==> src/verilog/cube_motor_pkg.sv <==
package cube_motor_pkg;

    localparam int QUEUE_DEPTH    = 256;
    localparam int QUEUE_AW       = 8;
    localparam int TICK_DIV       = 20;   // system clocks per step tick
    localparam int STEPS_PER_MOVE = 50;
    localparam int SETTLE_TICKS   = 100;
    localparam int NUM_FACES      = 6;

    // counter widths derived from the timing constants
    localparam int TICK_CNT_W = $clog2(TICK_DIV);
    localparam int SEQ_CNT_W  = $clog2((STEPS_PER_MOVE > SETTLE_TICKS) ?
                                       STEPS_PER_MOVE : SETTLE_TICKS);

    // face field of a move code, 7 is never written
    typedef enum logic [2:0] {
        FACE_EMPTY = 3'd0,
        FACE_TOP   = 3'd1,
        FACE_FRONT = 3'd2,
        FACE_RIGHT = 3'd3,
        FACE_BACK  = 3'd4,
        FACE_LEFT  = 3'd5,
        FACE_DOWN  = 3'd6
    } face_e;

    typedef struct packed {
        logic  ccw;    // bit 3 of the move code
        face_e face;
    } move_t;

    typedef enum logic [1:0] {
        PH_IDLE   = 2'd0,
        PH_TURN   = 2'd1,
        PH_SETTLE = 2'd2
    } seq_phase_e;

    typedef struct packed {
        logic                wr;
        logic [QUEUE_AW-1:0] addr;
        move_t               move;
    } queue_wr_t;

    typedef struct packed {
        logic [NUM_FACES-1:0] en_n;   // active low, index 0 is top
        logic                 dir;
        logic                 step;
    } motor_drive_t;

endpackage

==> src/verilog/cube_motor_top.sv <==
`timescale 1ns/1ps

module cube_motor_top import cube_motor_pkg::*; (
    input  logic         i_clk,
    input  logic         i_rst_n,
    input  queue_wr_t    i_queue_wr,
    input  logic         i_start,
    output motor_drive_t o_drive,
    output move_t        o_move,
    output logic         o_busy,
    output logic         o_done
);

    logic                tick;
    logic [QUEUE_AW-1:0] rd_addr;
    move_t               cur_move;
    move_t               next_move;
    seq_phase_e          phase;
    logic                step_stb;

    step_tick_gen tick0 (
        .i_clk   (i_clk),
        .i_rst_n (i_rst_n),
        .o_tick  (tick)
    );

    move_queue_ram queue0 (
        .i_clk       (i_clk),
        .i_rst_n     (i_rst_n),
        .i_wr        (i_queue_wr),
        .i_rd_addr   (rd_addr),
        .o_cur_move  (cur_move),
        .o_next_move (next_move)
    );

    move_sequencer seq0 (
        .i_clk       (i_clk),
        .i_rst_n     (i_rst_n),
        .i_tick      (tick),
        .i_start     (i_start),
        .i_cur_move  (cur_move),
        .i_next_move (next_move),
        .o_rd_addr   (rd_addr),
        .o_phase     (phase),
        .o_move      (o_move),
        .o_step_stb  (step_stb),
        .o_busy      (o_busy),
        .o_done      (o_done)
    );

    motor_drive_decode decode0 (
        .i_clk      (i_clk),
        .i_rst_n    (i_rst_n),
        .i_phase    (phase),
        .i_move     (o_move),
        .i_step_stb (step_stb),
        .o_drive    (o_drive)
    );

endmodule

==> src/verilog/motor_drive_decode.sv <==
`timescale 1ns/1ps

module motor_drive_decode import cube_motor_pkg::*; (
    input  logic         i_clk,
    input  logic         i_rst_n,
    input  seq_phase_e   i_phase,
    input  move_t        i_move,
    input  logic         i_step_stb,
    output motor_drive_t o_drive
);

    motor_drive_t drive_r, drive_w;

    assign o_drive = drive_r;

    always_comb begin
        drive_w.en_n = '1;   // all drivers off by default
        drive_w.dir  = ~i_move.ccw;
        drive_w.step = i_step_stb;

        // face 1..6 maps onto enable 0..5
        for (int f = 0; f < NUM_FACES; f++) begin
            if ((i_phase == PH_TURN) && (3'(i_move.face) == 3'(f + 1))) begin
                drive_w.en_n[f] = 1'b0;
            end
        end
    end

    always_ff @(posedge i_clk or negedge i_rst_n) begin
        if (!i_rst_n) begin
            drive_r.en_n <= '1;
            drive_r.dir  <= 1'b1;
            drive_r.step <= 1'b0;
        end else begin
            drive_r <= drive_w;
        end
    end

    assert property (@(posedge i_clk) disable iff (!i_rst_n)
        $countones(~o_drive.en_n) <= 1)
        else $error("more than one motor driver enabled");

endmodule

==> src/verilog/move_queue_ram.sv <==
`timescale 1ns/1ps

module move_queue_ram import cube_motor_pkg::*; (
    input  logic                i_clk,
    input  logic                i_rst_n,
    input  queue_wr_t           i_wr,
    input  logic [QUEUE_AW-1:0] i_rd_addr,
    output move_t               o_cur_move,
    output move_t               o_next_move
);

    move_t               mem_r [QUEUE_DEPTH];
    logic [QUEUE_AW-1:0] next_addr;

    // wraps at the top of the queue, sequencer catches that itself
    assign next_addr = i_rd_addr + 1'b1;

    assign o_cur_move  = mem_r[i_rd_addr];
    assign o_next_move = mem_r[next_addr];   // lookahead for end-of-queue

    // all entries read back as empty after reset
    always_ff @(posedge i_clk or negedge i_rst_n) begin
        if (!i_rst_n) begin
            for (int i = 0; i < QUEUE_DEPTH; i++) begin
                mem_r[i] <= '0;
            end
        end else if (i_wr.wr) begin
            mem_r[i_wr.addr] <= i_wr.move;
        end
    end

    assert property (@(posedge i_clk) disable iff (!i_rst_n)
        i_wr.wr |-> (3'(i_wr.move.face) != 3'd7))
        else $error("illegal face code 7 written to move queue");

endmodule

==> src/verilog/move_sequencer.sv <==
`timescale 1ns/1ps

module move_sequencer import cube_motor_pkg::*; (
    input  logic                i_clk,
    input  logic                i_rst_n,
    input  logic                i_tick,
    input  logic                i_start,
    input  move_t               i_cur_move,
    input  move_t               i_next_move,
    output logic [QUEUE_AW-1:0] o_rd_addr,
    output seq_phase_e          o_phase,
    output move_t               o_move,
    output logic                o_step_stb,
    output logic                o_busy,
    output logic                o_done
);

    seq_phase_e           phase_r, phase_w;
    logic [QUEUE_AW-1:0]  addr_r, addr_w;
    logic [SEQ_CNT_W-1:0] cnt_r, cnt_w;    // steps in turn, ticks in settle
    move_t                move_r, move_w;
    logic                 done_r, done_w;
    logic                 last_entry;
    logic                 steps_done;
    logic                 settle_done;

    assign o_rd_addr  = addr_r;
    assign o_phase    = phase_r;
    assign o_move     = move_r;
    assign o_step_stb = (phase_r == PH_TURN) && i_tick;
    assign o_busy     = (phase_r != PH_IDLE);
    assign o_done     = done_r;

    // stop on an empty follower or when the address would wrap
    assign last_entry = (i_next_move.face == FACE_EMPTY) ||
                        (addr_r == QUEUE_AW'(QUEUE_DEPTH - 1));

    assign steps_done  = i_tick && (cnt_r == SEQ_CNT_W'(STEPS_PER_MOVE - 1));
    assign settle_done = i_tick && (cnt_r == SEQ_CNT_W'(SETTLE_TICKS - 1));

    always_comb begin
        phase_w = phase_r;
        addr_w  = addr_r;
        cnt_w   = cnt_r;
        move_w  = move_r;
        done_w  = 1'b0;

        case (phase_r)
            PH_IDLE: begin
                // addr_r sits at 0 here, so i_cur_move is entry 0
                if (i_start) begin
                    if (i_cur_move.face == FACE_EMPTY) begin
                        done_w = 1'b1;   // nothing queued
                    end else begin
                        phase_w = PH_TURN;
                        move_w  = i_cur_move;
                        cnt_w   = '0;
                    end
                end
            end
            PH_TURN: begin
                if (steps_done) begin
                    phase_w = PH_SETTLE;
                    cnt_w   = '0;
                end else if (i_tick) begin
                    cnt_w = cnt_r + 1'b1;   // one strobe per tick
                end
            end
            PH_SETTLE: begin
                if (settle_done) begin
                    cnt_w = '0;
                    if (last_entry) begin
                        phase_w = PH_IDLE;
                        addr_w  = '0;
                        move_w  = '0;
                        done_w  = 1'b1;
                    end else begin
                        phase_w = PH_TURN;
                        addr_w  = addr_r + 1'b1;
                        move_w  = i_next_move;
                    end
                end else if (i_tick) begin
                    cnt_w = cnt_r + 1'b1;
                end
            end
            default: begin
                phase_w = PH_IDLE;
                addr_w  = '0;
                cnt_w   = '0;
            end
        endcase
    end

    always_ff @(posedge i_clk or negedge i_rst_n) begin
        if (!i_rst_n) begin
            phase_r <= PH_IDLE;
            addr_r  <= '0;
            cnt_r   <= '0;
            move_r  <= '0;
            done_r  <= 1'b0;
        end else begin
            phase_r <= phase_w;
            addr_r  <= addr_w;
            cnt_r   <= cnt_w;
            move_r  <= move_w;
            done_r  <= done_w;
        end
    end

    assert property (@(posedge i_clk) disable iff (!i_rst_n)
        o_done |=> !o_done)
        else $error("done pulse longer than one cycle");

    // queue contents must never put an empty move into turn
    assert property (@(posedge i_clk) disable iff (!i_rst_n)
        (phase_r == PH_TURN) |-> (move_r.face != FACE_EMPTY))
        else $error("turn phase entered with an empty move");

endmodule

==> src/verilog/step_tick_gen.sv <==
`timescale 1ns/1ps

module step_tick_gen import cube_motor_pkg::*; (
    input  logic i_clk,
    input  logic i_rst_n,
    output logic o_tick
);

    logic [TICK_CNT_W-1:0] cnt_r, cnt_w;
    logic                  wrap;

    assign wrap   = (cnt_r == TICK_CNT_W'(TICK_DIV - 1));
    assign o_tick = wrap;   // one cycle per divider period

    always_comb begin
        if (wrap) begin
            cnt_w = '0;
        end else begin
            cnt_w = cnt_r + 1'b1;
        end
    end

    // free running from reset, never held
    always_ff @(posedge i_clk or negedge i_rst_n) begin
        if (!i_rst_n) begin
            cnt_r <= '0;
        end else begin
            cnt_r <= cnt_w;
        end
    end

    assert property (@(posedge i_clk) disable iff (!i_rst_n)
        o_tick |=> !o_tick)
        else $error("step tick high on two consecutive cycles");

endmodule
==> config.mk <==
export PLATFORM = sky130hd
export DESIGN_NAME = cube_motor_top
export DESIGN_NICKNAME = d
export VERILOG_FILES = /design/src/verilog/cube_motor_pkg.sv /design/src/verilog/cube_motor_top.sv /design/src/verilog/motor_drive_decode.sv /design/src/verilog/move_queue_ram.sv /design/src/verilog/move_sequencer.sv /design/src/verilog/step_tick_gen.sv
export SDC_FILE = /design/constraint.sdc
export NUM_CORES = 2
export LEC_CHECK = 0
export BUFFER_PORTS_ARGS = -buffer_cell sky130_fd_sc_hd__buf_2
export CAP_MARGIN = 10
export CORE_MARGIN = 10
export CORE_UTILIZATION = 69
export DETAILED_ROUTE_END_ITERATION = 7
export PLACE_DENSITY_LB_ADDON = 0.2
export SLEW_MARGIN = 20
export SYNTH_ARGS = -nofsm -noshare
export SYNTH_HDL_FRONTEND = slang
export SYNTH_SLANG_ARGS = --single-unit
export TNS_END_PERCENT = 20
==> constraint.sdc <==
create_clock -name i_clk -period 5.5 [get_ports i_clk]
set_input_delay 1.1 -clock i_clk [delete_from_list [all_inputs] [get_ports i_clk]]
set_output_delay 1.1 -clock i_clk [all_outputs]
set_load 0.01 [all_outputs]
# [Word-level counts from Yosys, hierarchy flattened]
# Cells that the tools add are included.
[totals] romBits=0 latch_bits=0 mem_count=0 reg_bits=1059 ramBits=0 word_cells=612
[op_classes] n_lt_le_gt_ge=4 muxes=41 bitwise_logic=5 addsub=3 reduce_logical=21 n_shift=0 n_eq_ne=16 div_mod_pow=0 n_mul=0
[op_table] cell="bitwise mux 1024 bit" n=1
[op_table] cell="binary-select mux 4 bit (select 8 bit)" n=2
[op_table] cell="two-way mux 4 bit" n=9
[op_table] cell="two-way mux 7 bit" n=5
[op_table] cell="demux 4 bit (select 8 bit)" n=1
[op_table] cell="greater-or-equal comparator 9 bit (second input constant)" n=3
[op_table] cell="inverter 8 -> 9 bit" n=3
[op_table] cell="case mux 7 bit (3 select lines)" n=1
[op_table] cell="two-way mux 8 bit" n=2
[op_table] cell="case mux 8 bit (2 select lines)" n=1
[op_table] cell="two-way mux 1 bit" n=11
[op_table] cell="logical AND 1 bit" n=10
[op_table] cell="== test 3 bit (second input constant)" n=3
[op_table] cell="less-than comparator 9 x 1 -> 1 bit (second input constant)" n=1
[op_table] cell="adder 8 x 1 -> 8 bit (second input constant)" n=1
[op_table] cell="== test 8 bit (second input constant)" n=1
[op_table] cell="two-way mux 2 bit" n=4
[op_table] cell="case mux 4 bit (2 select lines)" n=1
[op_table] cell="AND reduction 4 bit" n=2
[op_table] cell="adder 7 x 1 -> 7 bit (second input constant)" n=1
[op_table] cell="== test 7 x 6 -> 1 bit (second input constant)" n=1
[op_table] cell="== test 7 bit (second input constant)" n=1
[op_table] cell="== test 3 x 2 -> 1 bit (second input constant)" n=2
[op_table] cell="zero test 3 bit" n=2
[op_table] cell="other kinds (16)" n=21

# [Depth between registers and ports, before layout]
[depth] word_depth=10 depth_mapped=16 ltp_nobuf=11

# [By module]
# From an unflattened synthesis, not the netlist that was laid out.
[hier_totals] hier_cells=4051 hier_area_um2=58139.5
[by_module_without_submodules] mod="move_queue_ram" instances=1 cells_each=3870 area_per_inst_um2=56200.2 seq_area_each_um2=25624.6
[by_module_without_submodules] mod="move_sequencer" instances=1 cells_each=143 area_per_inst_um2=1440.1 seq_area_each_um2=550.5
[by_module_without_submodules] mod="motor_drive_decode" instances=1 cells_each=20 area_per_inst_um2=275.3 seq_area_each_um2=209.0
[by_module_without_submodules] mod="step_tick_gen" instances=1 cells_each=18 area_per_inst_um2=224.0 seq_area_each_um2=125.1

# [Worst setup path after synthesis]
# No wires, ideal clock.
[synth_timing] kind="reg-to-reg" startpoint="register seq0.addr_r[1] (netlist: seq0.o_rd_addr[1])" endpoint="register seq0.move_r, in the netlist seq0.o_move[3]" setup_time_ns=0.124 period_less_slack_ns=3.256 path_stages_with_launch=13 slack_ns=2.244 arrival_time_ns=3.132 required_time_ns=5.376 path_cell_list="dfrtp_1 ha_1 buf_4 buf_1 mux4_2 mux2i_1 a32oi_1 nand4_1 o31ai_1 or4_1 a211o_2 a2bb2oi_1 a21oi_1"
[synth_via] elab_chain_len=10 elab_cells_between_ends=20 cone_classes="add/sub: 1; eq/ne: 2; mux: 11; bitwise: 2; reduce/logical: 4"
[synth_rtl] item="start, declared" line_no="move_sequencer.sv:19" rtl="logic [QUEUE_AW-1:0] addr_r, addr_w;"
[synth_rtl] item="start signal, assigned" line_no="move_sequencer.sv:103" rtl="addr_r <= addr_w;"
[synth_rtl] item="adder 8 x 1 -> 8 bit" line_no="move_queue_ram.sv:16" rtl="assign next_addr = i_rd_addr + 1'b1;"
[synth_rtl] item="inverter 8 -> 9 bit (implied by the code)" line_no="move_queue_ram.sv:19" rtl="assign o_next_move = mem_r[next_addr];"
[synth_rtl] item="binary-select mux 4 bit (select 8 bit)" line_no="move_queue_ram.sv:19"
[synth_rtl] item="two-way mux 4 bit (implied by the code) (2 in series)" line_no="move_queue_ram.sv:19"
[synth_rtl] item="zero test 3 bit" line_no="move_sequencer.sv:35" rtl="assign last_entry = (i_next_move.face == FACE_EMPTY) ||"
[synth_rtl] item="logical OR 1 bit" line_no="move_sequencer.sv:35"
[synth_rtl] item="two-way mux 4 bit" line_no="move_sequencer.sv:72" rtl="if (last_entry) begin"
[synth_rtl] item="two-way mux 4 bit" line_no="move_sequencer.sv:70" rtl="if (settle_done) begin"
[synth_rtl] item="case mux 4 bit (2 select lines)" line_no="move_sequencer.sv:48" rtl="case (phase_r)"
[synth_rtl] item="end signal, assigned" line_no="move_sequencer.sv:105" rtl="move_r <= move_w;"
[synth_rtl] item="end, declared" line_no="move_sequencer.sv:21" rtl="move_t move_r, move_w;"
# Parallel ways exist; a longest one is shown, timed or not. The select of a mux whose other input is x is not followed.
# A chain may end at the register's enable or synchronous reset.

# [Worst setup path in the final report]
[layout_timing] startpoint="register seq0.addr_r[3] (netlist: seq0.o_rd_addr[3])" endpoint="register seq0.move_r, in the netlist seq0.o_move[0]"
# Same word-level chain as after synthesis.

==> results.txt <==
The run finished, with violations left. The checks that failed: DRC. The worst setup path is captured at a flop. The final worst-path setup slack is 0.699 ns.

The proportion of layout cells with a drive suffix above 1 came out at 41.0%. Once detailed placement completed, the half-perimeter wirelength came to 121 mm. Entering global routing, the biggest net connects 140 pins. The clock latency reported for the late side of the worst-skew pair is 0.71 ns. The area growth from synthesis to layout is 8.75%. Clock-pin slew was measured on the worst setup and hold paths at 0.07 ns. CTS placed an instance of sky130_fd_sc_hd__clkbuf_16 at the clock tree root. The number of antenna violations at the first check in global routing is 12. Synthesis produced a netlist with a net count of 4396. The top achievable clock speed is 0.208 GHz. The number of clock sinks is 1059. The reported leakage power is 26.9 nW. In the synthesized netlist the dominant register cell turns out to be sky130_fd_sc_hd__dfrtp_1.

The total congestion overflow after global routing came out at 0. The count of vias placed by the detailed router came out at 42000. The number of warning messages in the yosys log is 0. The power share of the combinational group is 7.0%.

In the routed design, unresolved DRC markers number 13. The remaining number of nets flagged by the antenna check after routing is 0. The final wirelength is 189 mm. The die footprint is 0.0960 mm². The total net switching power is 4.26 mW. Per report_power, the sequential group accounts for 47.9% of the total. The first detailed-routing pass ran for 8 iterations. The largest driver fanout on the critical path is 23. The final critical path takes up 87.3% of the cycle. The number of global-route vias before repair is 41800. The placer's final routability congestion estimate is 1.02. The initial core utilization is 69.5%. The final-layout fill cell count came out at 5106. The depth of the worst register-to-register path came out at 10.

At the placement stage, the worst setup path has a slack of 1.10 ns. 30 I/O pins were placed. The number of different library cells used by synthesis comes to 68.

The number of clock buffers added by TritonCTS is 111. The net switching fraction of the power came out at 24.2%. The first-pass GRT wire length is 280 mm. The worst setup path is launched from a flop.

The worst setup path is of the reg -> reg kind. In this run the worst hold path is classified as in -> async. The post-CTS setup buffer count came out at 0. The average cell area after synthesis is 13.3 µm².

In the final layout, flip-flops and latches occupy 0.0265 mm². Summing every instance area after synthesis gives 0.0580 mm². The reported max-cap violation count is 0.

The final hold violation count came to 0. The die width came out at 310 µm. The total internal power is 13.4 mW. The number of buffers added on ports is 29. In this run, the clock network consumes 45.1% of the power. The number of synthesized register bits is 1059.

Setup slack on the worst reg-to-reg path comes out at 0.70 ns. The number of max-slew violations in the final report came out at 0. The average wire per standard cell came out at 34.6 µm. At the worst endpoint, the required time is 6.08 ns. The total of hold buffers inserted after clock tree synthesis is 0.

The share of the synthesized area in the top cell type is 45.4%. For this run, the register share of the synthesized area comes to 45.7%. The number of instances resized during post-cts repair came out at 0. After synthesis, the cell types taking the most area are sky130_fd_sc_hd__dfrtp_1, sky130_fd_sc_hd__mux2_2, sky130_fd_sc_hd__mux4_2, sky130_fd_sc_hd__mux2i_1, sky130_fd_sc_hd__nand2_1. Headroom to the max-slew limit came out at 11.1%.

The die outline height is 310 µm. The final-stage net count is 4302. The worst voltage drop across the vdd grid came out at 295 µV. The post-detailed-route via-to-cell ratio came out at 7.70. The slew at the pin closest to its max-slew limit came out at 1.33 ns. The worst clock skew came out at 0.0231 ns. The worst register-to-register path begins at seq0.o_rd_addr[3]. The setup total negative slack is 0 ns. The count of routing violations after the opening detailed-route iteration is 6391.

In the final layout, the multi-input gates occupy 0.0298 mm². The count of flip-flops with a built-in enable after synthesis is 0. Setup violations remaining at the end of the flow were counted as 0. The initialized floorplan defines 106 standard-cell rows. The number of instances in the synthesized netlist came out at 4372. The share of synthesized flip-flops with an asynchronous set or reset is 100%. The endpoint of the most critical register-to-register path is seq0.o_move[0]. The power consumption came out at 17.6 mW. The power density normalized to cell area came out at 280 mW/mm². The critical path data arrival time came out at 5.39 ns.

In this run the standard cell core region covers 0.0834 mm². Across every metal layer, demand over resource in global routing totals 39.5%. Setup repair after global routing left no endpoint under its margin. TritonCTS built the clock tree. The H-tree was split into 3 levels. For the finished layout, the period the worst path requires is 4.80 ns. The cell accounting for the most synthesized area is sky130_fd_sc_hd__dfrtp_1. The number of buffers on the longest clock path is 3.
-- worst max-delay path, cell delays in order (launching register included) --
cell,delay (ns)
sky130_fd_sc_hd__dfrtp_2,0.93
sky130_fd_sc_hd__and2_1,0.83
sky130_fd_sc_hd__a22oi_1,0.20
sky130_fd_sc_hd__a21oi_1,0.55
sky130_fd_sc_hd__a31oi_1,0.11
sky130_fd_sc_hd__nor4_1,0.88
sky130_fd_sc_hd__nor4_2,0.12
sky130_fd_sc_hd__a31oi_1,0.18
sky130_fd_sc_hd__buf_4,0.23
sky130_fd_sc_hd__and2_1,0.30
sky130_fd_sc_hd__mux2_4,0.32
-- area by class of cell --
| cell class | instances | share of cell area [%] |
|---|---|---|
| tap | 1080 | 2.14 |
| antenna | 8 | 0.0318 |
| timing repair buffer | 148 | 2.27 |
| sequential | 1059 | 42.1 |
| multi-input combinational | 2946 | 47.3 |
| inverter | 12 | 0.0715 |
| clock inverter | 38 | 0.975 |
| clock buffer | 166 | 5.15 |
-- cell usage after synthesis (all sizes together), types with 4 or more instances --
cell type and n:
a2111oi 5, clkbuf 203, o21ai 13, a211oi 5, mux2 1030, o221ai 32
and3 8, buf 152, a41oi 5, dfrtp 1052, o32ai 6, or4 10
mux4 386, a21oi 50, a32oi 27, nand2b 14, nor2 203, a32o 4
a22oi 67, nor2b 20, nand4 33, or3 18, nor4 8, a31oi 23
a311oi 7, dfstp 7, o31ai 14, o22ai 75, nand2 417, and2 15
inv 11, nor3 42, xnor2 11, mux2i 264, a221oi 5, ha 8
nand3 86, a22o 7, o211ai 4
-- logic make-up (layout without fill, tap and decap cells) --
| family | count (synthesis) | count (layout) | share of synthesized area, % |
|---|---|---|---|
| AND/OR/NAND/NOR | 881 | 881 | 6.64 |
| AO/OA/AOI/OAI | 364 | 364 | 4.52 |
| buffers and inverters | 367 | 364 | 3.12 |
| flip-flops | 1059 | 1059 | 45.7 |
| XOR/XNOR | 13 | 13 | 0.222 |
| multiplexers | 1680 | 1680 | 39.6 |
| adder cells (fa/ha/maj) | 8 | 8 | 0.173 |
| other | 0 | 8 | 0 |
-- through the flow --
| stage | util [%] | hold WS [ns] | area (µm²) | cells |
|---|---|---|---|---|
| after floorplan | - | 0.433 | 58000 | 4372 |
| after global placement | 70.9 | 0.446 | 59100 | 5244 |
| after detailed placement | 70.9 | 0.475 | 59100 | 5244 |
| after CTS | 75.5 | 0.483 | 63000 | 5448 |
| after global routing | 75.5 | 0.493 | 63000 | 5449 |
| final | 75.5 | 0.472 | 63000 | 5457 |
-- power groups by stage --
stage	clock, mW	combinational, mW	sequential, mW
6_report	7.94	1.24	8.44
5_1_grt	8.27	1.31	8.47
4_1_cts	7.93	1.21	8.42
3_5_place_dp	0	1.20	8.56
3_3_place_gp	0	1.17	8.53
2_1_floorplan	0	0.747	8.46
-- sequential cells by signal, summed over array words and instances (netlist names) --
register / count
seq0.o_done: 1
seq0.o_rd_addr: 8
tick0.cnt_r: 5
decode0.o_drive: 8
seq0.o_move: 4
queue0.mem_r: 1024
seq0.o_phase: 2
seq0.cnt_r: 7
-- layout by cell type, fill, tap and decap left out, drive strengths merged, types with 42 or more instances in the layout --
cell	synthesis	routed
mux2i	264	264
a21oi	50	50
dfrtp	1052	1052
nand2	417	417
buf	152	148
clkbuf	203	166
o22ai	75	75
nor2	203	203
nor3	42	42
mux4	386	386
nand3	86	86
mux2	1030	1030
a22oi	67	67
-- worst max path at each step --
stage	start	endpoint	slack [ns]	cells past startpoint
after floorplan	seq0.o_rd_addr[1]	seq0.o_move[3]	2.24	12
after global placement	seq0.o_rd_addr[2]	seq0.o_move[0]	1.14	11
after detailed placement	seq0.o_rd_addr[2]	seq0.o_move[0]	1.10	11
after CTS	seq0.o_rd_addr[0]	seq0.o_phase[0]	1.08	10
after global routing	seq0.o_rd_addr[2]	seq0.o_move[0]	0.78	10
final	seq0.o_rd_addr[3]	seq0.o_move[0]	0.70	10
-- metal layers --
metal / vias to the layer above / global-route usage (%) / share of wire [%]
li1: 16400 / - / -
met1: 21600 / 50.9 / 36
met2: 3103 / 55.3 / 42
met3: 886 / 16.1 / 14
met4: 21 / 24.4 / 7.4
met5: - / 2.12 / 0.16
Power figures use the tool's default switching activity.
